==> src/verilog/core_region_pkg.sv <==
`default_nettype none

package core_region_pkg;

  // load/store port widths
  localparam int LSU_ADDR_W = 32;
  localparam int LSU_DATA_W = 32;
  localparam int LSU_BE_W   = LSU_DATA_W / 8;

  // data RAM geometry
  localparam int RAM_DATA_W      = 64;
  localparam int RAM_BE_W        = RAM_DATA_W / 8;
  localparam int DATA_RAM_BYTES  = 32768;
  localparam int DATA_ADDR_W     = $clog2(DATA_RAM_BYTES);
  localparam int RAM_WORDS       = DATA_RAM_BYTES / RAM_BE_W;
  localparam int RAM_WORD_ADDR_W = $clog2(RAM_WORDS);

  // address map, upper bits pick the region
  localparam int                           REGION_MSB   = 31;
  localparam int                           REGION_LSB   = 20;
  localparam logic [REGION_MSB:REGION_LSB] LOCAL_REGION = 12'h001;

  // external port credits
  localparam int EXT_CREDITS = 4;
  localparam int CREDIT_W    = $clog2(EXT_CREDITS + 1);

  // outstanding response counter in the demux
  // credits return ahead of responses, so this can exceed EXT_CREDITS
  localparam int OUTST_W = 4;

  // one load/store request as issued by the core
  typedef struct packed {
    logic [LSU_ADDR_W-1:0] addr;
    logic                  we;
    logic [LSU_BE_W-1:0]   be;
    logic [LSU_DATA_W-1:0] wdata;
  } lsu_req_t;

  // bus side access, full RAM word
  typedef struct packed {
    logic [DATA_ADDR_W-1:0] addr;
    logic                   we;
    logic [RAM_BE_W-1:0]    be;
    logic [RAM_DATA_W-1:0]  wdata;
  } bus_req_t;

  // who owes the outstanding load/store responses
  typedef enum logic [0:0] {
    RESP_LOCAL = 1'b0,
    RESP_EXT   = 1'b1
  } resp_src_e;

endpackage

`default_nettype wire

==> src/verilog/ext_credit_port.sv <==
`timescale 1ns/1ps
`default_nettype none

module ext_credit_port import core_region_pkg::*;
(
  input  wire logic                  clk,
  input  wire logic                  rst_n,
  input  wire logic                  req_valid_i,
  input  wire lsu_req_t              req_i,
  output logic                       gnt_o,
  output logic                       rvalid_o,
  output logic      [LSU_DATA_W-1:0] rdata_o,
  output logic                       ext_req_valid_o,
  output lsu_req_t                   ext_req_o,
  input  wire logic                  ext_credit_i,
  input  wire logic                  ext_rsp_valid_i,
  input  wire logic [LSU_DATA_W-1:0] ext_rdata_i
);

  logic [CREDIT_W-1:0] credit_q;
  logic [CREDIT_W-1:0] credit_d;
  logic                have_credit;

  assign have_credit = (credit_q != '0);

  // a request leaves only while a credit is held
  assign gnt_o           = req_valid_i & have_credit;
  assign ext_req_valid_o = gnt_o;
  assign ext_req_o       = req_i;

  // outside world answers in order
  assign rvalid_o = ext_rsp_valid_i;
  assign rdata_o  = ext_rdata_i;

  always_comb
  begin
    credit_d = credit_q;
    if (gnt_o && !ext_credit_i)
      credit_d = credit_q - 1'b1;
    else if (!gnt_o && ext_credit_i)
      credit_d = credit_q + 1'b1;
  end

  always_ff @(posedge clk, negedge rst_n)
  begin
    if (!rst_n)
      credit_q <= CREDIT_W'(EXT_CREDITS);
    else
      credit_q <= credit_d;
  end

  // counter stays in range
  assert property (@(posedge clk) disable iff (!rst_n)
    credit_q <= CREDIT_W'(EXT_CREDITS));

  // a credit must belong to a request that was sent
  assert property (@(posedge clk) disable iff (!rst_n)
    ext_credit_i |-> (credit_q < CREDIT_W'(EXT_CREDITS)));

endmodule

`default_nettype wire

==> config.mk <==
export PLATFORM = sky130hd
export DESIGN_NAME = ext_credit_port
export DESIGN_NICKNAME = d
export VERILOG_FILES = /design/src/verilog/core_region_pkg.sv /design/src/verilog/ext_credit_port.sv
export SDC_FILE = /design/constraint.sdc
export NUM_CORES = 1
export LEC_CHECK = 0
export BUFFER_PORTS_ARGS = -buffer_cell sky130_fd_sc_hd__buf_4
export CAP_MARGIN = 30
export CORE_ASPECT_RATIO = 0.5
export CORE_MARGIN = 4
export CORE_UTILIZATION = 21
export CTS_CLUSTER_DIAMETER = 50
export DETAILED_ROUTE_END_ITERATION = 7
export PLACE_DENSITY = 0.82
export SLEW_MARGIN = 0
export SYNTH_ARGS = -nofsm -noshare
export SYNTH_HDL_FRONTEND = slang
export SYNTH_SLANG_ARGS = --single-unit
export TNS_END_PERCENT = 20
==> constraint.sdc <==
create_clock -name clk -period 1.6 [get_ports clk]
set_input_delay 0.08 -clock clk [delete_from_list [all_inputs] [get_ports clk]]
set_output_delay 0.08 -clock clk [all_outputs]
set_load 0.005 [all_outputs]
Word level (Yosys, flattened, before mapping). Index checks and enable logic that the tools add are counted.

Register bits: 3. Bits of input ports: 106.

$add $sub $neg: 2. Multiplexer cells: 2. Bitwise logic cells: 1. Reductions and logical operators: 6.

Operators by type and width (number): $mux 3 (2); $add 3x1->3 const B (1); $reduce_bool 3->1 (1); $sub 3x1->3 const B (1); $logic_and 1x1->1 (2); $logic_not 1->1 (2); $reduce_bool 2->1 (1); $and 1x1->1 (1).

Depth between registers and ports, before layout.
Depth in word-level cells: 6. Gate-level depth with buffers: 7.

Least setup slack after synthesis. Ideal clock, no wire load.

Path type: reg2reg. Start: register credit_q[2]. End: register credit_q[2]. Library setup time: 75 ps. Arrival time: 1669 ps. Required time: 1525 ps. Setup slack: -144 ps. Stages on the path, launching flop included: 8. Buffers on the path: 0. Cells stage by stage: dfstp_2 > o31a_1 > ha_1 > inv_1 > fa_1 > xor2_1 > nor2_1 > xor2_1.

Longest elaborated chain between the ends: 5. Elaborated cells on any way between the ends: 10. Those cells by class: add/sub: 2; mux: 2; bitwise: 1; reduce/logical: 5.

RTL lines: start, declared (line ext_credit_port.sv:20) `logic [CREDIT_W-1:0] credit_q;`; start signal, assigned (line ext_credit_port.sv:47) `credit_q <= CREDIT_W'(EXT_CREDITS);`; start signal, assigned (line ext_credit_port.sv:49) `credit_q <= credit_d;`; $reduce_bool 3->1 (*) (line ext_credit_port.sv:24) `assign have_credit = (credit_q != '0);`; $and 1x1->1 (*) (line ext_credit_port.sv:27) `assign gnt_o = req_valid_i & have_credit;`; named net ext_req_valid_o (line ext_credit_port.sv:13) `output logic ext_req_valid_o,`; $logic_not 1->1 (line ext_credit_port.sv:40) `else if (!gnt_o && ext_credit_i)`; $logic_and 1x1->1 (line ext_credit_port.sv:40); $reduce_bool 2->1 (no source line).

The timed path passes the listed nets; every way through them passes the cells marked *. The select of a mux whose other input is x is not followed. A chain may end at the register's enable or synchronous reset.

Final worst setup path.
Start: register credit_q[2]. End: register credit_q[2].

Longest elaborated chain between the ends: 5. Elaborated cells on any way between the ends: 10. Those cells by class: add/sub: 2; mux: 2; bitwise: 1; reduce/logical: 5.

RTL lines: branches (longest 5 deep; another with $add 3x1->3).

Several ways; the timed one is not identified. The select of a mux whose other input is x is not followed.

==> results.md <==
* Sequential share of the synthesized area at 0.0807
* Max Clock Freq at 0.588 GHz
* Critical Path End Type: flop
* Startpoint Class: flop
* Port bufs at 5
* Top flop regs: credit_q: 3 flops
* Overall global routing resource usage at 0.0466
* Library cells used by synthesis at 11
* CP arrival at 1840 ps
* Antenna Cells at 0
* Ys Warns at 0
* Syn_area_per_cell at 8.02 µm²
* Via density at 3.33
* Critical path startpoint: credit_q[2]
* Synth Net Count at 226
* Final count of pins violating max slew at 0
* Hold crit path type: input port to output pin
* Max reg flops at 3
* Total iterations of the first detailed-routing run at 2
* Post-synth top area share at 0.817
* Crit-path leading delay family: flip-flops
* DP Wirelength at 1020 µm
* R2r worst-path depth at 7
* DIE HEIGHT at 55.5 µm
* Final net count at 139
* Critical path fanouts, max at 2
* Die area at between 0.005 and 0.006 mm²
* GPL Wtd Cong at 0.633
* Flop2flop setup slack at -100 ps
* Worst Path Required at about 1700 ps
* Worst slew pin tran at 123 ps
* CTS max path bufs at 2
* Buf+Inv Stages, Crit Path at 1
* Reg2Reg Capture Point: credit_q[2]
* Avg WL per Cell at 15.8 µm
* H-tree depth at 1
* Fin worst setup slack at -99.9 ps
* Worst-Skew Late Latency at 210 ps
* NetSw at 176 µW
* Final Hold Viols at 0
* Total number of vias at 280
* Vias in the first global route at 370
* Power Density at 1670 mW/mm²
* Clk network pwr share at 0.345
* Hold depth at 0
* Initial antenna violation count at 0
* Sequential power share at 0.242
* Hold WS at 160 ps
* Most instantiated cells after synthesis: buf_4 (103), inv_1 (4), dfrtp_1 (2), xor2_1 (2)
* # rows at 16
* Flops & latches, synth at 3
* Layout cells sized above 1 at 0.567
* Die width at 103 µm
* FFs w/ async S/R, synth at 1.00
* Leak pwr at about 0.00016 µW
* Switching share of power at 0.281
* Hold endpoint: ext_req_o[66]
* Clock Pin Slew Worst Setup and Hold Paths at around 30 ps
* Max-Cap Viols at 0
* Ports at 210
* Core Footprint at 0.00412 mm²
* Fin Clk Skew at 2.50 ps
* Pin count of the biggest net entering global routing at 4
* Top cells by area, synth: buf_4 (82%), dfrtp_1 (5.3%), dfstp_2 (2.8%)
* Final worst-path cycle share at 1.06
* Failing checks: setup timing
* RSZ-0062 raised after global routing: true
* First-pass GRT wire length at roughly 1900 µm
* WS Path Type: flop to flop
* Combinational share of power at 0.413
* Initial Utilization at 0.229
* Most flop-heavy register: credit_q
* Placed instance count at 78
* Area grow syn2layout at -60.3%
* HP Start: req_i[66]
* Overflow after GRT at 0
* Max IR drop VDD at 196 µV
* Fin cells at 84
* Dominant synthesized flop cell: dfrtp_1
* Min Tclk post-route at 1700 ps
* Slew HR at 0.915
* Worst path slowest cell: dfstp_2
* Post-Route WL at 1330 µm
* Slowest Stage Delay on Critical Path at 520 ps
* Top-count cell post-synth: buf_4
* Root buf cell: clkbuf_8
* CTS sink count at 3
* Worst r2r src: credit_q[2]
* Outcome: finished, violations left
* Top cell by count, worst path: xor2_1
* Pwr Total at 627 µW
* Post-DRT Antenna Nets at 0
* Setup violators final at 1
* CTS Buf Count at 3
* CTS tree: built
* Internal power at 451 µW
* DR iter-0 viols at 1
* DRC Markers at 0
* Post-synth EDFFs at 0
* CP cell instances: o31a_1 > ha_2 > inv_2 > fa_2 > xor2_1 > nor2_1 > xor2_1
* Syn Inst Count at 118
* Post-Syn Area at 946 µm²
* Leading area contributor after synthesis: buf_4
-- metrics by stage --
stage / utilization / cell area [µm²] / worst slack [ps] / TNS, ps
3_5_place_dp: 0.0758 / 313 / -139 / -160
4_1_cts: 0.0910 / 375 / -102 / -102
2_1_floorplan: - / 951 / -132 / -153
3_3_place_gp: 0.0758 / 313 / -96.0 / -96.0
5_1_grt: 0.0910 / 375 / -199 / -239
6_report: 0.0910 / 375 / -99.9 / -99.9
-- power groups by stage --
| stage | logic (µW) | clock network, µW | registers (µW) |
|---|---|---|---|
| 2_1_floorplan | 354 | 0 | 151 |
| 3_3_place_gp | 235 | 0 | 146 |
| 3_5_place_dp | 240 | 0 | 153 |
| 4_1_cts | 262 | 219 | 151 |
| 5_1_grt | 298 | 230 | 157 |
| 6_report | 259 | 216 | 152 |
-- logic make-up after synthesis --
kind of cell | synth area share
and+or+nand+nor | 0.00396
AOI/OAI and AO/OA | 0.00926
muxes | 0.0106
DFF | 0.0807
buffers and inverters | 0.833
xor gates and xnor gates | 0.0278
adders and majority gates | 0.0344
-- routing by layer --
metal / vias to the layer above / track usage / wire, µm
li1: 74 / - / -
met2: 88 / 0.0273 / 396
met4: 0 / 0.0627 / 123
met5: - / 0.0385 / 0
met1: 98 / 0.0231 / 281
met3: 20 / 0.103 / 528
-- timing repair --
item / 4_1_cts / 5_1_grt
setup buffers: 1 / 0
pin swaps: 4 / 0
endpoints found under the setup margin: 2 / 2
resized for setup: 1 / 0
endpoints found under the hold margin: 3 / 0
hold buffers: 1 / 0
-- layout make-up --
cell class / instances / area (µm²)
Timing Repair Buffer: 11 / 85.1
Multi-Input combinational cell: 8 / 86.3
Sequential cell: 3 / 76.3
Inverter: 4 / 15.0
Fill cell: 485 / 3750
Clock buffer: 4 / 45.0
Tap cell: 54 / 67.6
-- how the worst max path moves through the flow --
stage / end / cells past startpoint
floorplan: credit_q[2] / 7
global placement: credit_q[2] / 7
detailed placement: credit_q[2] / 7
CTS: credit_q[2] / 7
global route: credit_q[2] / 7
finish: credit_q[2] / 7
-- cells in the final DEF (no fill, tap or decap), drive strengths merged --
cell type and instances:
inv 4, xor2 2, xnor2 1, dlygate4sd3 1
nor2 1, dfstp 1, buf 10, clkbuf 4
dfrtp 2, o31a 1, ha 1, fa 1
mux2i 1
Power figures use the tool's default switching activity.
