[src/verilog/core_region_pkg.sv]
`default_nettype none

package core_region_pkg;

  // load/store port widths
  localparam int LSU_ADDR_W = 32;
  localparam int LSU_DATA_W = 32;
  localparam int LSU_BE_W   = LSU_DATA_W / 8;

  // data RAM geometry
  localparam int RAM_DATA_W      = 64;
  localparam int RAM_BE_W        = RAM_DATA_W / 8;
  localparam int DATA_RAM_BYTES  = 32768;
  localparam int DATA_ADDR_W     = $clog2(DATA_RAM_BYTES);
  localparam int RAM_WORDS       = DATA_RAM_BYTES / RAM_BE_W;
  localparam int RAM_WORD_ADDR_W = $clog2(RAM_WORDS);

  // address map, upper bits pick the region
  localparam int                           REGION_MSB   = 31;
  localparam int                           REGION_LSB   = 20;
  localparam logic [REGION_MSB:REGION_LSB] LOCAL_REGION = 12'h001;

  // external port credits
  localparam int EXT_CREDITS = 4;
  localparam int CREDIT_W    = $clog2(EXT_CREDITS + 1);

  // outstanding response counter in the demux
  // credits return ahead of responses, so this can exceed EXT_CREDITS
  localparam int OUTST_W = 4;

  // one load/store request as issued by the core
  typedef struct packed {
    logic [LSU_ADDR_W-1:0] addr;
    logic                  we;
    logic [LSU_BE_W-1:0]   be;
    logic [LSU_DATA_W-1:0] wdata;
  } lsu_req_t;

  // bus side access, full RAM word
  typedef struct packed {
    logic [DATA_ADDR_W-1:0] addr;
    logic                   we;
    logic [RAM_BE_W-1:0]    be;
    logic [RAM_DATA_W-1:0]  wdata;
  } bus_req_t;

  // who owes the outstanding load/store responses
  typedef enum logic [0:0] {
    RESP_LOCAL = 1'b0,
    RESP_EXT   = 1'b1
  } resp_src_e;

endpackage

`default_nettype wire

[src/verilog/data_ram_mux.sv]
`timescale 1ns/1ps
`default_nettype none

module data_ram_mux import core_region_pkg::*;
(
  input  wire logic                       clk,
  input  wire logic                       rst_n,
  // bus slave side always wins
  input  wire logic                       bus_req_valid_i,
  input  wire bus_req_t                   bus_req_i,
  output logic                            bus_rvalid_o,
  output logic           [RAM_DATA_W-1:0] bus_rdata_o,
  // 32-bit core side
  input  wire logic                       core_req_valid_i,
  input  wire lsu_req_t                   core_req_i,
  output logic                            core_gnt_o,
  output logic                            core_rvalid_o,
  output logic           [LSU_DATA_W-1:0] core_rdata_o,
  // RAM side
  output logic                            ram_en_o,
  output logic                            ram_we_o,
  output logic      [RAM_WORD_ADDR_W-1:0] ram_addr_o,
  output logic             [RAM_BE_W-1:0] ram_be_o,
  output logic           [RAM_DATA_W-1:0] ram_wdata_o,
  input  wire logic      [RAM_DATA_W-1:0] ram_rdata_i
);

  logic                       core_hi;
  logic [RAM_WORD_ADDR_W-1:0] core_word;
  logic [RAM_BE_W-1:0]        core_be;
  logic                       bus_rvalid_q;
  logic                       core_rvalid_q;
  logic                       core_hi_q;

  // word index and upper/lower half of the core access
  assign core_word = core_req_i.addr[DATA_ADDR_W-1:DATA_ADDR_W-RAM_WORD_ADDR_W];
  assign core_hi   = core_req_i.addr[2];
  assign core_be   = core_hi ? {core_req_i.be, {LSU_BE_W{1'b0}}}
                             : {{LSU_BE_W{1'b0}}, core_req_i.be};

  assign core_gnt_o = core_req_valid_i & ~bus_req_valid_i;
  assign ram_en_o   = bus_req_valid_i | core_req_valid_i;

  always_comb
  begin
    if (bus_req_valid_i)
    begin
      ram_we_o    = bus_req_i.we;
      ram_addr_o  = bus_req_i.addr[DATA_ADDR_W-1:DATA_ADDR_W-RAM_WORD_ADDR_W];
      ram_be_o    = bus_req_i.be;
      ram_wdata_o = bus_req_i.wdata;
    end
    else
    begin
      ram_we_o    = core_req_i.we;
      ram_addr_o  = core_word;
      ram_be_o    = core_be;
      // same data in both halves and the byte enables pick the half written
      ram_wdata_o = {2{core_req_i.wdata}};
    end
  end

  // owner and half of the access kept for the returned word
  always_ff @(posedge clk, negedge rst_n)
  begin
    if (!rst_n)
    begin
      bus_rvalid_q  <= 1'b0;
      core_rvalid_q <= 1'b0;
      core_hi_q     <= 1'b0;
    end
    else
    begin
      bus_rvalid_q  <= bus_req_valid_i;
      core_rvalid_q <= core_gnt_o;
      if (core_gnt_o)
        core_hi_q <= core_hi;
    end
  end

  assign bus_rvalid_o  = bus_rvalid_q;
  assign bus_rdata_o   = ram_rdata_i;
  assign core_rvalid_o = core_rvalid_q;
  assign core_rdata_o  = core_hi_q ? ram_rdata_i[RAM_DATA_W-1:LSU_DATA_W]
                                   : ram_rdata_i[LSU_DATA_W-1:0];

  // a core request held off by the bus stays unchanged until it gets the RAM
  assert property (@(posedge clk) disable iff (!rst_n)
    (core_req_valid_i && bus_req_valid_i) |=> (core_req_valid_i && $stable(core_req_i)));

endmodule

`default_nettype wire

[config.mk]
export PLATFORM = sky130hd
export DESIGN_NAME = data_ram_mux
export DESIGN_NICKNAME = d
export VERILOG_FILES = /design/src/verilog/core_region_pkg.sv /design/src/verilog/data_ram_mux.sv
export SDC_FILE = /design/constraint.sdc
export NUM_CORES = 1
export LEC_CHECK = 0
export BUFFER_PORTS_ARGS = -buffer_cell sky130_fd_sc_hd__clkbuf_2
export CAP_MARGIN = 0
export CORE_AREA = 4 4 156 158
export DETAILED_ROUTE_END_ITERATION = 12
export DIE_AREA = 0 0 160 162
export GPL_TIMING_DRIVEN = 0
export PLACE_DENSITY = 0.4
export RECOVER_POWER = 50
export SYNTH_ARGS = -nofsm -noshare
export SYNTH_HDL_FRONTEND = slang
export SYNTH_SLANG_ARGS = --single-unit
export TNS_END_PERCENT = 50
[constraint.sdc]
create_clock -name clk -period 1.4 [get_ports clk]
set_clock_uncertainty 0.15 [all_clocks]
set_input_delay 0.21 -clock clk [delete_from_list [all_inputs] [get_ports clk]]
set_output_delay 0.21 -clock clk [all_outputs]
set_load 0.02 [all_outputs]
======== Yosys cells after proc, flatten, opt, wreduce, memory -nomap -nowiden ========
Cells that the tools add are included.
word-level totals
  input port bits ......................... 225
  memory bits (read-only) ................. 0
  output and inout bits ................... 185
  bits in latches ......................... 0
  memories kept ........................... 0
  logic and storage cells ................. 12
  bits in registers ....................... 3
  bits in writable memories ............... 0
cells by class
  shifts and indexed selects .............. 0
  $lt $le $gt $ge ......................... 0
  $mul .................................... 0
  bitwise logic cells ..................... 3
  add/subtract/negate cells ............... 0
  eq/ne operators ......................... 0
  divide/modulo/power cells ............... 0
  multiplexer cells ....................... 6
  reductions and logical operators ........ 0
operators by type and width
  kind               number
  2-to-1 mux 64 bit  1
  2-to-1 mux 32 bit  1
  2-to-1 mux 8 bit   2
  2-to-1 mux 12 bit  1
  bitwise AND 1 bit  1
  2-to-1 mux 1 bit   1
  NOT 1 bit          1
  OR 1 bit           1

======== Depth between registers and ports, before layout ========
  word-level depth ........................ 2
  depth in mapped cells ................... 5
  gate-level depth less buffers ........... 2

======== Least setup slack after synthesis ========
No wires, ideal clock.
  path type ............................... register to output
  start point ............................. register core_hi_q
  end point ............................... output core_rdata_o[10]
  path slack .............................. -0.007 ns
  data arrival time ....................... 1.047 ns
  path buffers ............................ 2
  cell stages (with the launch flop) ...... 4
  required time ........................... 1.040 ns
  cells stage by stage .................... dfrtp_1 buf_2 buf_2 mux2_2
between the ends
  cells in the longest elaborated chain, start to end .. 1
ends and longest elaborated chain
  element                 line                source
  start, declared         data_ram_mux.sv:33  logic core_hi_q;
  start signal, assigned  data_ram_mux.sv:77  core_hi_q <= core_hi;
  2-to-1 mux 32 bit       data_ram_mux.sv:84  assign core_rdata_o = core_hi_q ? ram_rdata_i[RAM_DATA_W-1:LSU_DATA_W]
  end, declared           data_ram_mux.sv:18  output logic [LSU_DATA_W-1:0] core_rdata_o,
Every way passes these cells.

======== Worst setup path in the final report ========
  start point ............................. register core_hi_q
  end point ............................... output core_rdata_o[2]
The elaborated chain is that of the path after synthesis.

==> results_dict.tcl <==
set metrics [dict create \
    outcome "finished, violations left" \
    violations "setup timing" \
    fillCellCount 2596 \
    ir_drop_mv 0.286 \
    worst_pin_slew_ns 0.293 \
    grt_pass1_wl_um 21100 \
    diodes 0 \
    numPortBuffers 387 \
    nets 941 \
    grt_max_degree 11 \
    cts_buffer_depth 2 \
    clk_pin_slew_worst_paths_ns 0.03 \
    synth_top_area_share_pct 26.4 \
    drcViolationCount 0 \
    antenna_found_initial 1 \
    cts.sinks 3 \
    p_comb_share_pct 82.0 \
    rows 56 \
    synth_fp_nets 531 \
    synthArstFlopShare_pct 100 \
    die-width_um 160 \
    synth_edf_count 0 \
    relSlewSlack_pct 80.5 \
    synth_seq_cells 3 \
    synth.most_common_cell "nand2_1" \
    crit_fanout 10 \
    fmax_mhz 590 \
    yosysTopAreaCell "mux2_2" \
    fin_crit_ns 1.70 \
    synth-simple-area-share_pct 36.7 \
    drive_gt1_share_pct 80.0 \
    detail_route.wl_per_cell_um 15.2 \
    place.gp.congestion 0.776 \
    rsz0062_at_grt "true" \
    yosysSeqAreaShare_pct 3.83 \
    fin_cells 1005 \
    holdCritPathClass "primary input to flip-flop" \
    power_density_nw_per_um2 549 \
    synth.area.mux_share_pct 26.4 \
    end_kind "primary output" \
    syn_area_per_cell_um2 6.41 \
    drtIter0Drc 77 \
    setup_ws_ns -0.296 \
    dr.pass1.iters 4 \
    viasPerCell 3.54 \
    cts_buffers 3 \
    wirelength_um 15300 \
    switching_share_pct 44.3 \
    synth_cell_type_count 13 \
    total_power_mw 3.03 \
    overflow 0 \
    vias 3555 \
    synthTopCellsByArea "mux2_2, buf_4, nand2_1" \
    yosys-top-cells-count "nand2_1, buf_4, mux2_2" \
    ant_nets 0 \
    required_ns 1.04 \
    finalCritPeriodShare_pct 121 \
    synthXorXnorAreaFrac_pct 0 \
    cp-start-kind "flip-flop" \
    core_area_um2 23100 \
    cts_htree_levels 1 \
    cts_tree "built" \
    dpl.hpwl_um 13100 \
    reg2reg_slack_ns 0.24 \
    synth_ff_type "dfrtp_1" \
    yosysWarnings 0 \
    worst-setup-path-type "flip-flop to primary output" \
    io_pins 410 \
    start_util_pct 8.48 \
    synth_compound_area_share_pct 3.19 \
    track_usage_pct 10.4 \
    sequentialPowerShare_pct 3.2 \
    grt_pass1_vias 3717 \
    cts-root-buf "clkbuf_16" \
    p_leak_nw 3.16 \
    clk_latency_ns 0.22 \
    clkPwrFrac_pct 14.8 \
    drv_cap 0 \
    cp_data_arrival_time_ns 1.34 \
    power.switching_mw 1.34 \
    hold_violations 0 \
    synth_cells 306 \
    die-area_um2 25900 \
    syn_area_um2 1960 \
    fp.dieH_um 162 \
    synth_top_family_by_area "simple AND/OR/NAND/NOR gates" \
    p_int_mw 1.69 \
    slew_violations 0 \
    synthAdderAreaFrac_pct 0 \
    dp_cells 983 \
    areaGrowthSynthToFinish_pct 181 \
    finalSetupViolCount 82 \
]
==> state kept, by name, indices dropped and copies added (netlist names) <==
signal / flops
bus_rvalid_o: 1
core_hi_q: 1
core_rvalid_o: 1
==> logic make-up (layout without fill, tap and decap cells) <==
kind of cell / count (synthesis) / after routing
compound gates: 8 / 8
flops: 3 / 3
buf+inv: 81 / 490
mux: 46 / 46
simple gates: 168 / 168
==> worst paths after layout <==
check / endpoint / startpoint / cells after the start
hold reg to reg: core_hi_q / core_hi_q / 3
setup / recovery: core_rdata_o[2] / core_hi_q / 4
min in group asynchronous: bus_rvalid_o / rst_n / 2
max in group asynchronous: core_hi_q / rst_n / 2
hold / removal: core_rvalid_o / core_req_valid_i / 2
setup reg to reg: core_hi_q / core_hi_q / 3
==> worst max-delay path, cell delays in order, from the launching register on <==
cell	delay (ns)
dfrtp_1	0.33
buf_6	0.14
buf_8	0.14
mux2_2	0.35
clkbuf_2	0.16
==> layer usage <==
layer	up-vias	routed length (um)	track usage [%]
met5	-	13	0
met1	1565	5370	10.8
li1	1728	-	-
met2	248	8170	20.7
met4	2	202	1.45
met3	12	1510	3.32
==> per-stage QoR <==
stage	area [um^2]	hold slack [ns]	util (%)	worst slack [ns]	setup TNS [ns]
floorplan	1960	-0.236	-	-0.00743	-0.164
global placement	4260	-0.138	18.4	-0.651	-47.67
detailed placement	4260	-0.133	18.4	-0.638	-46.45
CTS	5150	0.141	22.3	-0.302	-13.37
global route	5520	0.145	23.9	-0.342	-16.27
finish	5520	0.132	23.9	-0.296	-12.34
==> layout by cell type, fill, tap and decap left out, types with 3 or more instances in the layout <==
| cell | instances |
|---|---|
| mux2_2 | 46 |
| buf_12 | 8 |
| clkbuf_16 | 4 |
| nand2_2 | 43 |
| nand2_4 | 22 |
| buf_16 | 3 |
| clkbuf_1 | 46 |
| a22o_1 | 6 |
| clkbuf_2 | 252 |
| buf_2 | 31 |
| nand2b_1 | 20 |
| dfrtp_1 | 3 |
| nand2_1 | 66 |
| buf_8 | 26 |
| clkbuf_4 | 4 |
| clkbuf_8 | 8 |
| buf_6 | 23 |
| nand2b_4 | 13 |
| buf_4 | 83 |
==> power by group through the flow <==
stage                     Clock (mW)  Combinational (mW)  Sequential (mW)
final                          0.449                2.48           0.0971
after global routing           0.464                2.64           0.0982
after CTS                      0.456                2.33           0.0972
after detailed placement           0                1.99           0.0970
after global placement             0                2.00           0.0967
after floorplan                    0                1.14            0.101
==> area by class of cell <==
type	instances	area [um^2]	area share, %
Buffer	81	719	13.0
Clock buffer	4	78.8	1.43
Tap cell	290	363	6.57
Sequential cell	3	75.1	1.36
Multi-Input combinational cell	222	1690	30.7
Timing Repair Buffer	405	2590	46.9
==> repair_timing <==
item                       in CTS  in global routing
cloned                          5                  0
setup endpoints to repair     118                 98
pin swaps                      20                  8
hold buffers                    1                  0
setup buffers                   7                  7
gates resized for setup       157                193
hold endpoints to repair        3                  0
No activity file was read; power rests on OpenSTA's default activity.
