$ cat config.mk
export PLATFORM = sky130hd
export DESIGN_NAME = lsu_demux
export DESIGN_NICKNAME = d
export VERILOG_FILES = /design/src/verilog/core_region_pkg.sv /design/src/verilog/lsu_demux.sv
export SDC_FILE = /design/constraint.sdc
export NUM_CORES = 1
export LEC_CHECK = 0
export BUFFER_PORTS_ARGS = -buffer_cell sky130_fd_sc_hd__buf_2
export CORE_AREA = 2 2 69 71
export CTS_CLUSTER_SIZE = 10
export DETAILED_ROUTE_END_ITERATION = 16
export DIE_AREA = 0 0 71 73
export PLACE_DENSITY = 0.71
export SYNTH_ARGS = -nofsm -noshare
export SYNTH_HDL_FRONTEND = slang
export SYNTH_SLANG_ARGS = --single-unit
$ cat constraint.sdc
create_clock -name clk -period 2.3 [get_ports clk]
set_input_delay 0.23 -clock clk [delete_from_list [all_inputs] [get_ports clk]]
set_output_delay 0.23 -clock clk [all_outputs]
set_load 0.05 [all_outputs]
$ cat src/verilog/core_region_pkg.sv
`default_nettype none

package core_region_pkg;

  // load/store port widths
  localparam int LSU_ADDR_W = 32;
  localparam int LSU_DATA_W = 32;
  localparam int LSU_BE_W   = LSU_DATA_W / 8;

  // data RAM geometry
  localparam int RAM_DATA_W      = 64;
  localparam int RAM_BE_W        = RAM_DATA_W / 8;
  localparam int DATA_RAM_BYTES  = 32768;
  localparam int DATA_ADDR_W     = $clog2(DATA_RAM_BYTES);
  localparam int RAM_WORDS       = DATA_RAM_BYTES / RAM_BE_W;
  localparam int RAM_WORD_ADDR_W = $clog2(RAM_WORDS);

  // address map, upper bits pick the region
  localparam int                           REGION_MSB   = 31;
  localparam int                           REGION_LSB   = 20;
  localparam logic [REGION_MSB:REGION_LSB] LOCAL_REGION = 12'h001;

  // external port credits
  localparam int EXT_CREDITS = 4;
  localparam int CREDIT_W    = $clog2(EXT_CREDITS + 1);

  // outstanding response counter in the demux
  // credits return ahead of responses, so this can exceed EXT_CREDITS
  localparam int OUTST_W = 4;

  // one load/store request as issued by the core
  typedef struct packed {
    logic [LSU_ADDR_W-1:0] addr;
    logic                  we;
    logic [LSU_BE_W-1:0]   be;
    logic [LSU_DATA_W-1:0] wdata;
  } lsu_req_t;

  // bus side access, full RAM word
  typedef struct packed {
    logic [DATA_ADDR_W-1:0] addr;
    logic                   we;
    logic [RAM_BE_W-1:0]    be;
    logic [RAM_DATA_W-1:0]  wdata;
  } bus_req_t;

  // who owes the outstanding load/store responses
  typedef enum logic [0:0] {
    RESP_LOCAL = 1'b0,
    RESP_EXT   = 1'b1
  } resp_src_e;

endpackage

`default_nettype wire

$ cat src/verilog/lsu_demux.sv
`timescale 1ns/1ps
`default_nettype none

module lsu_demux import core_region_pkg::*;
(
  input  wire logic                  clk,
  input  wire logic                  rst_n,
  input  wire logic                  lsu_req_valid_i,
  input  wire lsu_req_t              lsu_req_i,
  output logic                       lsu_gnt_o,
  output logic                       lsu_rvalid_o,
  output logic      [LSU_DATA_W-1:0] lsu_rdata_o,
  output logic                       local_req_valid_o,
  input  wire logic                  local_gnt_i,
  input  wire logic                  local_rvalid_i,
  input  wire logic [LSU_DATA_W-1:0] local_rdata_i,
  output logic                       ext_req_valid_o,
  input  wire logic                  ext_gnt_i,
  input  wire logic                  ext_rvalid_i,
  input  wire logic [LSU_DATA_W-1:0] ext_rdata_i
);

  logic               is_local;
  resp_src_e          req_src;
  resp_src_e          resp_src_q;
  logic [OUTST_W-1:0] outst_q;
  logic [OUTST_W-1:0] outst_d;
  logic               may_issue;

  assign is_local = (lsu_req_i.addr[REGION_MSB:REGION_LSB] == LOCAL_REGION);
  assign req_src  = is_local ? RESP_LOCAL : RESP_EXT;

  // hold off a target switch until the old target has drained
  assign may_issue = ((outst_q == '0) || (resp_src_q == req_src)) && (outst_q != '1);

  assign local_req_valid_o = lsu_req_valid_i & may_issue & is_local;
  assign ext_req_valid_o   = lsu_req_valid_i & may_issue & ~is_local;

  assign lsu_gnt_o = is_local ? (local_req_valid_o & local_gnt_i)
                              : (ext_req_valid_o & ext_gnt_i);

  // responses come back in order from a single target at a time
  assign lsu_rvalid_o = local_rvalid_i | ext_rvalid_i;
  assign lsu_rdata_o  = (resp_src_q == RESP_EXT) ? ext_rdata_i : local_rdata_i;

  always_comb
  begin
    outst_d = outst_q;
    if (lsu_gnt_o && !lsu_rvalid_o)
      outst_d = outst_q + 1'b1;
    else if (!lsu_gnt_o && lsu_rvalid_o)
      outst_d = outst_q - 1'b1;
  end

  always_ff @(posedge clk, negedge rst_n)
  begin
    if (!rst_n)
    begin
      resp_src_q <= RESP_LOCAL;
      outst_q    <= '0;
    end
    else
    begin
      outst_q <= outst_d;
      if (lsu_gnt_o)
        resp_src_q <= req_src;
    end
  end

  // no response without a request in flight
  assert property (@(posedge clk) disable iff (!rst_n) lsu_rvalid_o |-> (outst_q != '0));

  // targets never mixed, so each response comes from the recorded source
  assert property (@(posedge clk) disable iff (!rst_n)
    local_rvalid_i |-> (resp_src_q == RESP_LOCAL));

  assert property (@(posedge clk) disable iff (!rst_n)
    ext_rvalid_i |-> (resp_src_q == RESP_EXT));

endmodule

`default_nettype wire

== Yosys cells after proc, flatten, opt, wreduce, memory -nomap -nowiden ==
Cells that the tools add are included.

* Bits in registers: 5
* Bits in latches: 0
* RAM bits: 0
* Bits in read-only memories: 0
* Input bits: 140
* Output and inout bits: 36
* Word-level logic and storage cells: 27
* Memories: 0

* Add/sub/neg operators: 2
* Multipliers: 0
* Div/mod/pow operators: 0
* $lt $le $gt $ge: 0
* Equality and inequality tests: 3
* Shift-type cells: 0
* Mux-type cells: 5
* Bitwise operators: 7
* Reductions and logical operators: 8

{| class="wikitable"
|+ Operator list
! kind !! number
|-
| 2-to-1 mux 32 bit || 1
|-
| equality test 12 x 1 -> 1 bit, second input constant || 1
|-
| 2-to-1 mux 4 bit || 2
|-
| AND 1 bit || 5
|-
| adder 4 x 1 -> 4 bit, second input constant || 1
|-
| logical NOT 4 bit || 1
|-
| != test 4 bit, second input constant || 1
|-
| subtractor 4 x 1 -> 4 bit, second input constant || 1
|-
| logical AND 1 bit || 3
|-
| logical NOT 1 bit || 2
|-
| 2-to-1 mux 1 bit || 2
|-
| nonzero test 2 bit || 1
|-
| equality test 1 bit || 1
|-
| logical OR 1 bit || 1
|-
| inverter 1 bit || 1
|-
| bitwise OR 1 bit || 1
|}

== Longest topological paths before layout ==
Gate-level depths: netlist of run 1.

* Word-level depth: 13
* Mapped depth: 12

== Least setup slack after synthesis of run 1 ==
No wires, ideal clock.

* Path kind: register -> register
* From: register outst_q[0]
* To: register outst_q[3]
* Setup time: 132 ps
* Arrival: 2813 ps
* Data required time: 2168 ps
* Path slack: -645 ps
* Cell stages (with the launch flop): 11
* Period minus slack after synthesis: 2945 ps
* Path through: dfrtp_1 > nor4_4 > o21ai_1 > mux2i_1 > and3_1 > ha_1 > inv_1 > ha_1 > a21o_1 > a2111oi_2 > o31ai_1

* Cells in the longest elaborated chain, start to end: 10
* Elaborated cells on any way between the ends: 18
* Classes of those cells: add/sub (2); eq/ne (1); mux (3); bitwise (5); reduce/logical (7)

{| class="wikitable"
|+ RTL lines
! item !! line !! text
|-
| start, declared || lsu_demux.sv:26 || <nowiki>logic [OUTST_W-1:0] outst_q;</nowiki>
|-
| start signal, assigned || lsu_demux.sv:64 || <nowiki>outst_q <= outst_d;</nowiki>
|-
| logical NOT 4 bit || lsu_demux.sv:34 || <nowiki>assign may_issue = ((outst_q == '0) || (resp_src_q == req_src)) && (outst_q != '1);</nowiki>
|-
| logical OR 1 bit || lsu_demux.sv:34 ||
|-
| logical AND 1 bit (*) || lsu_demux.sv:34 ||
|-
| AND 1 bit (*) || lsu_demux.sv:36, lsu_demux.sv:37 ||
|-
| AND 1 bit, on equally long branches || lsu_demux.sv:37, lsu_demux.sv:36 ||
|-
| AND 1 bit, on equally long branches || lsu_demux.sv:40, lsu_demux.sv:39 ||
|-
| 2-to-1 mux 1 bit (*) || lsu_demux.sv:39 || <nowiki>assign lsu_gnt_o = is_local ? (local_req_valid_o & local_gnt_i)</nowiki>
|-
| via lsu_gnt_o || lsu_demux.sv:10 || <nowiki>output logic lsu_gnt_o,</nowiki>
|-
| logical NOT 1 bit || lsu_demux.sv:51 || <nowiki>else if (!lsu_gnt_o && lsu_rvalid_o)</nowiki>
|-
| logical AND 1 bit || lsu_demux.sv:51 ||
|-
| nonzero test 2 bit (no source line) || - ||
|}

The timed path passes the listed nets; every way through them passes the cells marked *. The select of a mux whose other input is x is not followed.
A chain may end at the register's enable or synchronous reset.

== Worst setup path after layout of run 1 ==
* From: register outst_q[1]
* To: register outst_q[3]

* Cells in the longest elaborated chain, start to end: 10
* Elaborated cells on any way between the ends: 18
* Classes of those cells: add/sub (2); eq/ne (1); mux (3); bitwise (5); reduce/logical (7)

{| class="wikitable"
|+ RTL lines
! item !! line
|-
| logical NOT 4 bit || lsu_demux.sv:34
|-
| logical OR 1 bit || lsu_demux.sv:34
|-
| logical AND 1 bit || lsu_demux.sv:34
|-
| AND 1 bit || lsu_demux.sv:36, lsu_demux.sv:37
|-
| AND 1 bit, on equally long branches || lsu_demux.sv:37, lsu_demux.sv:36
|-
| AND 1 bit, on equally long branches || lsu_demux.sv:40, lsu_demux.sv:39
|-
| 2-to-1 mux 1 bit || lsu_demux.sv:39
|-
| logical NOT 1 bit || lsu_demux.sv:51
|-
| logical AND 1 bit || lsu_demux.sv:51
|-
| nonzero test 2 bit (no source line) || -
|}

Several ways; a longest one is shown, not always the timed one. The select of a mux whose other input is x is not followed.

==> metrics.txt, run 1 <==
GR met1 Demand/Resource=11.6%; die area=5180 sq um; DP Wirelength=2.96 mm; leading cell type in the layout, fill and taps excluded=buf_2; Num CTS Buffers=3; worst min path class=in2reg; Fin. Hold Viols=0; Iteration-0 DRC Markers=5; clock root cell=clkbuf_8; M3 GR Usage=5.39%; n_diodes=0; vias in the first global route=1110; register bit count reported by yosys=5; post-synthesis cell area=873 sq um; placeable core area=4540 sq um; GRT Max-Usage Layer=met2; CTS Sinks=5; Syn Inst Count=89; initial antenna violation count=0; final WL=3.38 mm; FF-to-FF setup slack=-0.02 ns; DIE HEIGHT=73 um; CP endpoint kind=register; required time of the critical path=2.40 ns; status=finished, violations left; grt total ovfl=0; pin count of the biggest net entering global routing=22; P_leak=0.857 nW; endpoints failing setup=1; slew margin rel.=80.5%; PnR worst setup slack=-0.0171 ns; Reg clk slew, reported paths=0.04 ns; Worst-Skew Late Latency=0.23 ns; sequential-to-total area share from yosys stat=14.3%; CTS tree=done; CTS H-tree depth=1; Synth top area share=42.6%; syn nets=233; global placer's final weighted congestion=0.785; DR DRC count=0; max cap viols=0; Via Count=1154; # IOs=176; row count=25; final core occ=37.1%; routed vias/inst=4.26; port bufs=118; top post-synthesis cells by area=mux2_2 (43%), dfrtp_1 (14%), ha_1 (4.3%); clock buffer depth=2; RSZ-0062 raised after global routing=true; Netlist cell types=28; Starting Density=19.3%; syn_area_per_cell=9.81 sq um; Max Fclk=0.432 GHz; period utilization=101%; Total GRT Usage=11.5%; nets=362; area grow syn2layout=92.7%; Clock Skews=0.00523 ns; most frequent cells in the layout=buf_2 (118), mux2_2 (33), buf_4 (10); Max VDD drop=0.375 mV; antenna-violating nets left=0; Worst Path Class, Setup=reg2reg; Pins Over Slew Limit=0; Final Power=2.16 mW; failing checks=negative setup slack; Resize count post-CTS=0; critical path startpoint category=register; min cycle time layout=2.32 ns; Critical Path AT=2.42 ns; Routed WL per cell=12.5 um; Synth area leader=mux2_2; global-route wire length before repair=4.69 mm; Die Span X=71 um; dpl ws=-0.0288 ns; Cell Pwr Density=1280 nW/um^2; DR pass1 iterations=4; Yosys warning count=0; Crit Path Max Fanout=4; grt met2 use=20.6%; fraction of layout cells with a size suffix above 1=82.0%; Slew @ Worst Pin=0.295 ns
report_power, final:
part	switching [mW]	leakage [nW]	internal, mW
sequential	0.0524	0.0564	0.140
clock	0.0468	0.0228	0.119
combinational	1.14	0.778	0.659
total	1.24	0.857	0.918
Yosys cell counts:
master,instances
nor4_2,2
dfrtp_1,5
and3_1,2
nor2_1,2
o31ai_1,1
mux2_2,33
nand3_1,2
ha_1,3
clkbuf_1,1
nor3_1,4
nor4_4,1
buf_2,3
nand4_1,2
o21ai_1,3
mux2i_1,2
a21o_1,1
nor4b_2,1
buf_6,1
o21ba_1,1
fa_1,1
xnor2_1,2
a2111oi_2,1
nand3_2,1
o21ai_0,3
a21oi_1,2
nand2_1,5
inv_1,3
nor3b_1,1
state kept, by name, indices dropped and copies added, names as in the netlist:
name,cells
outst_q,4
resp_src_q,1
area by class of cell:
cell class	instances	area [sq um]
clock buffer	4	45.0
fill	480	2850
timing repair buffer	129	676
inverter	3	13.8
sequential	5	128
tap	54	67.6
multi-input combinational	76	753
stage by stage:
stage          instances  instance area, sq um  TNS, ns  hold WS, ns
2_1_floorplan         89                   925   -0.179      -0.0656
3_3_place_gp         266                  1630  -0.0287       0.0490
3_5_place_dp         266                  1630  -0.0288       0.0513
4_1_cts              271                  1680  -0.0375        0.293
5_1_grt              271                  1680   -0.202        0.327
6_report             271                  1680  -0.0171        0.292
timing repair:
item	in CTS	in global routing
endpoints found under the hold margin	5	0
endpoints found under the setup margin	1	1
buffers inserted	0	0
pin swaps	0	2
hold buffers	1	0
cell families after synthesis:
| logic type | after synthesis | share of synthesized area [%] |
|---|---|---|
| compound gates | 12 | 9.17 |
| xor+xnor | 2 | 2.01 |
| fa+ha+maj | 4 | 6.59 |
| buf+inv | 8 | 4.73 |
| flops | 5 | 14.3 |
| mux | 35 | 44.8 |
| simple gates | 23 | 18.3 |
critical path, stage by stage, from the launching register on:
cell       delay (ns)
dfrtp_2          0.42
nor4_4           0.32
o21ai_1          0.09
mux2i_1          0.14
and3_4           0.22
ha_4             0.14
inv_4            0.05
ha_4             0.20
a21o_1           0.19
a2111oi_2        0.31
o31ai_1          0.11
metal layers:
metal,up-vias,routed length (um)
met1,492,1220
met5,-,0
met4,0,42
li1,589,-
met2,68,1640
met3,5,474
path summary, 6_finish.rpt:
kind / start / to / cells past startpoint
worst max register to register: outst_q[1] / outst_q[3] / 10
worst max-delay path: outst_q[1] / outst_q[3] / 10
max in group asynchronous: rst_n / outst_q[2] / 2
min in group asynchronous: rst_n / resp_src_q / 2
worst min-delay path: ext_gnt_i / resp_src_q / 3
worst min register to register: outst_q[2] / outst_q[2] / 3
No activity file was read; power rests on OpenSTA's default activity.
==> run 2, diff against run 1 <==
--- a/config.mk
+++ b/config.mk
@@ -11,6 +11,7 @@
 export DETAILED_ROUTE_END_ITERATION = 16
 export DIE_AREA = 0 0 71 73
 export PLACE_DENSITY = 0.71
+export SKIP_CTS_REPAIR_TIMING = 1
 export SYNTH_ARGS = -nofsm -noshare
 export SYNTH_HDL_FRONTEND = slang
 export SYNTH_SLANG_ARGS = --single-unit
==> metrics.txt, run 2 (synthesis gave the netlist of run 1 again) <==
DIE HEIGHT=73 um (unchanged); Worst-Skew Late Latency=0.23 ns (about the same); Die Span X=71 um (unchanged); max cap viols=0 (unchanged); period utilization=101% (unchanged); routed vias/inst=4.26 (unchanged); grt total ovfl=0 (unchanged); met2 routed WL=1.64 mm (unchanged); hold path startpoint=ext_gnt_i; Reg2Reg Depth=10 (unchanged); Most flops, register=outst_q; global-route wire length before repair=4.69 mm (-0.15%); dpl ws=-0.0288 ns (unchanged); CTS Sinks=5 (unchanged); pin count of the biggest net entering global routing=22 (unchanged); leading cell type in the layout, fill and taps excluded=buf_2; reg2reg end=outst_q[3]; R2R Path Start=outst_q[1]; placeable core area=4540 sq um (unchanged); fraction of layout cells with a size suffix above 1=82.0% (unchanged); endpoints failing setup=1 (unchanged); initial antenna violation count=0 (unchanged); clock buffer depth=2 (unchanged); critical path startpoint category=register; CTS tree=done; slew margin rel.=80.5% (unchanged); Max Used Layer=met4; Hold Path Sink=resp_src_q; row count=25 (unchanged); most frequent cells in the layout=buf_2 (118), mux2_2 (33), buf_4 (10); # IOs=176 (unchanged); CP endpoint kind=register; DP Cell Count=266 (unchanged); worst min path class=in2reg; FF-to-FF setup slack=-0.02 ns (about the same); DP Wirelength=2.96 mm (unchanged); final WL=3.38 mm (unchanged); global placer's final weighted congestion=0.785 (unchanged); required time of the critical path=2.40 ns (about the same); Regs by FF count=outst_q: 4 flops, resp_src_q: 1 flops; Pins Over Slew Limit=0 (unchanged); fin cells=271 (unchanged); DR DRC count=0 (unchanged); Critical Path AT=2.42 ns (about the same); port bufs=118 (unchanged); status=finished, violations left; failing checks=negative setup slack; Total GRT Usage=11.5% (unchanged); final core occ=37.1% (unchanged); PnR worst setup slack=-0.0171 ns (unchanged); Max Fclk=0.432 GHz (unchanged); die area=5180 sq um (unchanged); max reg flops=4 (unchanged); Cell Pwr Density=1280 nW/um^2 (unchanged); Crit Path Max Fanout=4 (unchanged); Routed WL per cell=12.5 um (unchanged); metal3 WL=474 um (unchanged); Worst Path Class, Setup=reg2reg; vias in the first global route=1106 (-0.36%); Clock Skews=0.00523 ns (unchanged); hold path cells=3 (unchanged); min cycle time layout=2.32 ns (unchanged); RSZ-0062 raised after global routing=true; area grow syn2layout=92.7% (unchanged); Reg clk slew, reported paths=0.04 ns (about the same); Slew @ Worst Pin=0.295 ns (unchanged); Starting Density=19.3% (unchanged); Final Power=2.16 mW (unchanged); Num CTS Buffers=3 (unchanged); nets=362 (unchanged); clock root cell=clkbuf_8; antenna-violating nets left=0 (unchanged); Max VDD drop=0.375 mV (unchanged); Via Count=1154 (unchanged); P_leak=0.857 nW (unchanged); DR pass1 iterations=4 (unchanged); CTS H-tree depth=1 (unchanged); Iteration-0 DRC Markers=9 (+4); n_diodes=0 (unchanged); Fin. Hold Viols=0 (unchanged); WL met1=1.22 mm (unchanged)
-- run 2: how the worst max path moves through the flow --
stage                 end  depth (start not counted)  startpoint
2_1_floorplan  outst_q[3]                         11  outst_q[2]
3_3_place_gp   outst_q[3]                         10  outst_q[2]
3_5_place_dp   outst_q[3]                         10  outst_q[2]
4_1_cts        outst_q[3]                         10  outst_q[2]
5_1_grt        outst_q[3]                         11  outst_q[1]
6_report       outst_q[3]                         10  outst_q[1]
-- run 2: area by class of cell --
cell class / count / area (sq um)
clock buffers: 4 / 45.0
fillers: 480 / 2850
inverters: 3 / 13.8
multi-input cells: 76 / 753
flip-flops and latches: 5 / 128
well taps: 54 / 67.6
repair buffers: 129 / 676
-- run 2: power breakdown --
group	switching [mW]	internal, mW
clock	0.0468	0.119
combinational	1.14	0.659
sequential	0.0524	0.140
-- run 2: metrics by stage --
| stage | hold slack (ns) | area (sq um) | setup TNS [ns] |
|---|---|---|---|
| floorplan | -0.0656 | 925 | -0.179 |
| global placement | 0.0490 | 1630 | -0.0287 |
| detailed placement | 0.0513 | 1630 | -0.0288 |
| CTS | -0.192 | 1670 | -0.0375 |
| global route | 0.327 | 1680 | -0.202 |
| finish | 0.292 | 1680 | -0.0171 |
-- run 2: worst max-delay path, stage by stage, from the launching register on --
cell	delay [ns]
dfrtp_2	0.42
nor4_4	0.32
o21ai_1	0.09
mux2i_1	0.14
and3_4	0.22
ha_4	0.14
inv_4	0.05
ha_4	0.20
a21o_1	0.19
a2111oi_2	0.31
o31ai_1	0.11
-- run 2: layer usage --
metal / global-route usage (%) / up-vias
li1: - / 589
met1: 11.6 / 492
met2: 20.6 / 68
met3: 5.39 / 5
met4: 4.40 / 0
met5: 0 / -
==> run 3, diff against run 2 <==
--- a/config.mk
+++ b/config.mk
@@ -6,11 +6,11 @@
 export NUM_CORES = 1
 export LEC_CHECK = 0
 export BUFFER_PORTS_ARGS = -buffer_cell sky130_fd_sc_hd__buf_2
-export CORE_AREA = 2 2 69 71
+export CORE_AREA = 2 2 68 70
 export CTS_CLUSTER_SIZE = 10
 export DETAILED_ROUTE_END_ITERATION = 16
-export DIE_AREA = 0 0 71 73
-export PLACE_DENSITY = 0.71
+export DIE_AREA = 0 0 70 72
+export PLACE_DENSITY = 0.7
 export SKIP_CTS_REPAIR_TIMING = 1
 export SYNTH_ARGS = -nofsm -noshare
 export SYNTH_HDL_FRONTEND = slang
==> constraint.sdc (replaced) <==
create_clock -name clk -period 2.15 [get_ports clk]
set_input_delay 0.215 -clock clk [delete_from_list [all_inputs] [get_ports clk]]
set_output_delay 0.215 -clock clk [all_outputs]
set_load 0.05 [all_outputs]
==> metrics.txt, run 3 (synthesis gave the netlist of run 1 again) <==
DP Wirelength=2.87 mm (-2.9%); Finished Cell Area=1700 sq um (+0.82%); Via Count=1175 (+1.8%); area grow syn2layout=94.3%; clock buffer depth=2 (unchanged); GR met1 Demand/Resource=13.2% (+1.6 points); Clock Skews=0.00614 ns (+0.000912 ns); pin count of the biggest net entering global routing=27 (+23%); period utilization=110% (+9.2 points); critical path startpoint category=register; row count=24 (-4.0%); failing checks=negative setup slack; Total GRT Usage=11.7% (+0.22 points); Most flops, register=outst_q; slew margin rel.=77.9% (-2.6 points); Worst Path Class, Setup=reg2reg; nets=362 (unchanged); grt total ovfl=0 (unchanged); Routed WL per cell=12.2 um (-2.3%); required time of the critical path=2.26 ns (-0.14 ns); placeable core area=4260 sq um (-6.0%); Reg clk slew, reported paths=0.04 ns (about the same); max cap viols=0 (unchanged); most frequent cells in the layout=buf_2 (118), mux2_2 (32), buf_4 (10); leading cell type in the layout, fill and taps excluded=buf_2; initial antenna violation count=0 (unchanged); max reg flops=4 (unchanged); RSZ-0062 raised after global routing=true; Fill cells=452 (-5.8%); # IOs=176 (unchanged); M3 GR Usage=3.06% (-2.3 points); min cycle time layout=2.36 ns (+0.0471 ns); Max Fclk=0.423 GHz (-2.0%); Multi-input gate area=767 sq um (+1.8%); dpl cell area=1620 sq um (-0.61%); CTS H-tree depth=1 (unchanged); PnR worst setup slack=-0.214 ns (-0.197 ns); Worst-Skew Late Latency=0.23 ns (about the same); die area=5040 sq um (-2.8%); Critical Path AT=2.47 ns (+0.05 ns); FF+latch area=128 sq um (unchanged); GRT Max-Usage Layer=met2; final WL=3.27 mm (-3.0%); antenna-violating nets left=0 (unchanged); Num CTS Buffers=3 (unchanged); port bufs=118 (unchanged); Cell Pwr Density=1380 nW/um^2 (+7.7%); DP Cell Count=263 (-1.1%); fin cells=269 (-0.74%); CTS Sinks=5 (unchanged); DR pass1 iterations=4 (unchanged); Pins Over Slew Limit=0 (unchanged); grt met2 use=21.2% (+0.60 points); DIE HEIGHT=72 um (-1.4%); clock root cell=clkbuf_8; crit path max-delay cell type=dfrtp_2; CP peak stage delay=0.41 ns (about the same); Iteration-0 DRC Markers=16 (+7); Crit Path Max Fanout=5 (+1); hold slack=0.258 ns (-0.0340 ns); fraction of layout cells with a size suffix above 1=82.9% (+0.92 points); Die Span X=70 um (-1.4%); Slew @ Worst Pin=0.330 ns (+0.0345 ns); Top delay family on crit path=compound AO/OA/AOI/OAI gates; DR DRC count=0 (unchanged); P_leak=0.867 nW (+1.2%); status=finished, violations left; CP Cell Sequence=nor4_4 > o21ai_1 > mux2i_1 > and3_4 > ha_4 > inv_6 > ha_4 > a21o_1 > a2111oi_2 > o31ai_1; Regs by FF count=outst_q: 4 flops, resp_src_q: 1 flops; CP endpoint kind=register; global-route wire length before repair=4.82 mm (+2.8%); routed vias/inst=4.37 (+2.6%); Starting Density=20.5% (+1.2 points); worst min path class=in2reg; endpoints failing setup=3 (+2); Fin. Hold Viols=0 (unchanged); worst path bufs/invs=1 (unchanged); Max VDD drop=0.367 mV (-2.3%); most used cell, CP=ha_4; n_diodes=0 (unchanged); vias in the first global route=1052 (-4.9%); CTS tree=done; global placer's final weighted congestion=0.752 (-4.2%)
## run 3: final cells by class
class                      count  area share (%)
multi-input combinational     76            45.2
timing repair buffer         129            39.8
sequential                     5            7.52
tap                           52            3.83
clock buffer                   4            2.65
inverter                       3           0.959
## run 3: path summary, 6_finish.rpt
| path | from | endpoint | slack, ns | depth (start not counted) |
|---|---|---|---|---|
| worst max-delay path | outst_q[1] | outst_q[3] | -0.21 | 10 |
| worst min register to register | outst_q[1] | resp_src_q | 0.61 | 3 |
| worst max register to register | outst_q[1] | outst_q[3] | -0.21 | 10 |
| worst min-delay path | ext_gnt_i | resp_src_q | 0.26 | 3 |
| max in group asynchronous | rst_n | outst_q[2] | 1.67 | 2 |
| min in group asynchronous | rst_n | outst_q[0] | 0.33 | 2 |
## run 3: worst register-to-register path: cells and delay by family, from the launching register on
kind	cells	cell delay, ns
muxes	1	0.14
and+or+nand+nor	2	0.59
buffers and inverters	1	0.05
adders and majority gates	2	0.35
DFF	1	0.41
AOI/OAI and AO/OA	4	0.70
## run 3: report_power, final
group	total, mW	switching, mW	internal (mW)	leakage [nW]
sequential	0.200	0.0506	0.150	0.0564
combinational	1.96	1.22	0.739	0.788
clock	0.181	0.0534	0.128	0.0228
## run 3: stage by stage
stage	setup slack (ns)	power, mW	utilization, %	TNS (ns)
2_1_floorplan	-0.288	1.70	-	-0.699
3_3_place_gp	-0.213	2.11	37.9	-0.297
3_5_place_dp	-0.229	2.13	37.9	-0.348
4_1_cts	-0.239	2.32	39.0	-0.395
5_1_grt	-0.372	2.48	39.8	-0.911
6_report	-0.214	2.34	39.8	-0.488
## run 3: layer usage
layer	vias up	share of wire, %	routed length [um]
met3	5	11	360
met2	68	50	1640
li1	590	-	-
met5	-	0	0
met4	0	1.8	60
met1	512	37	1210
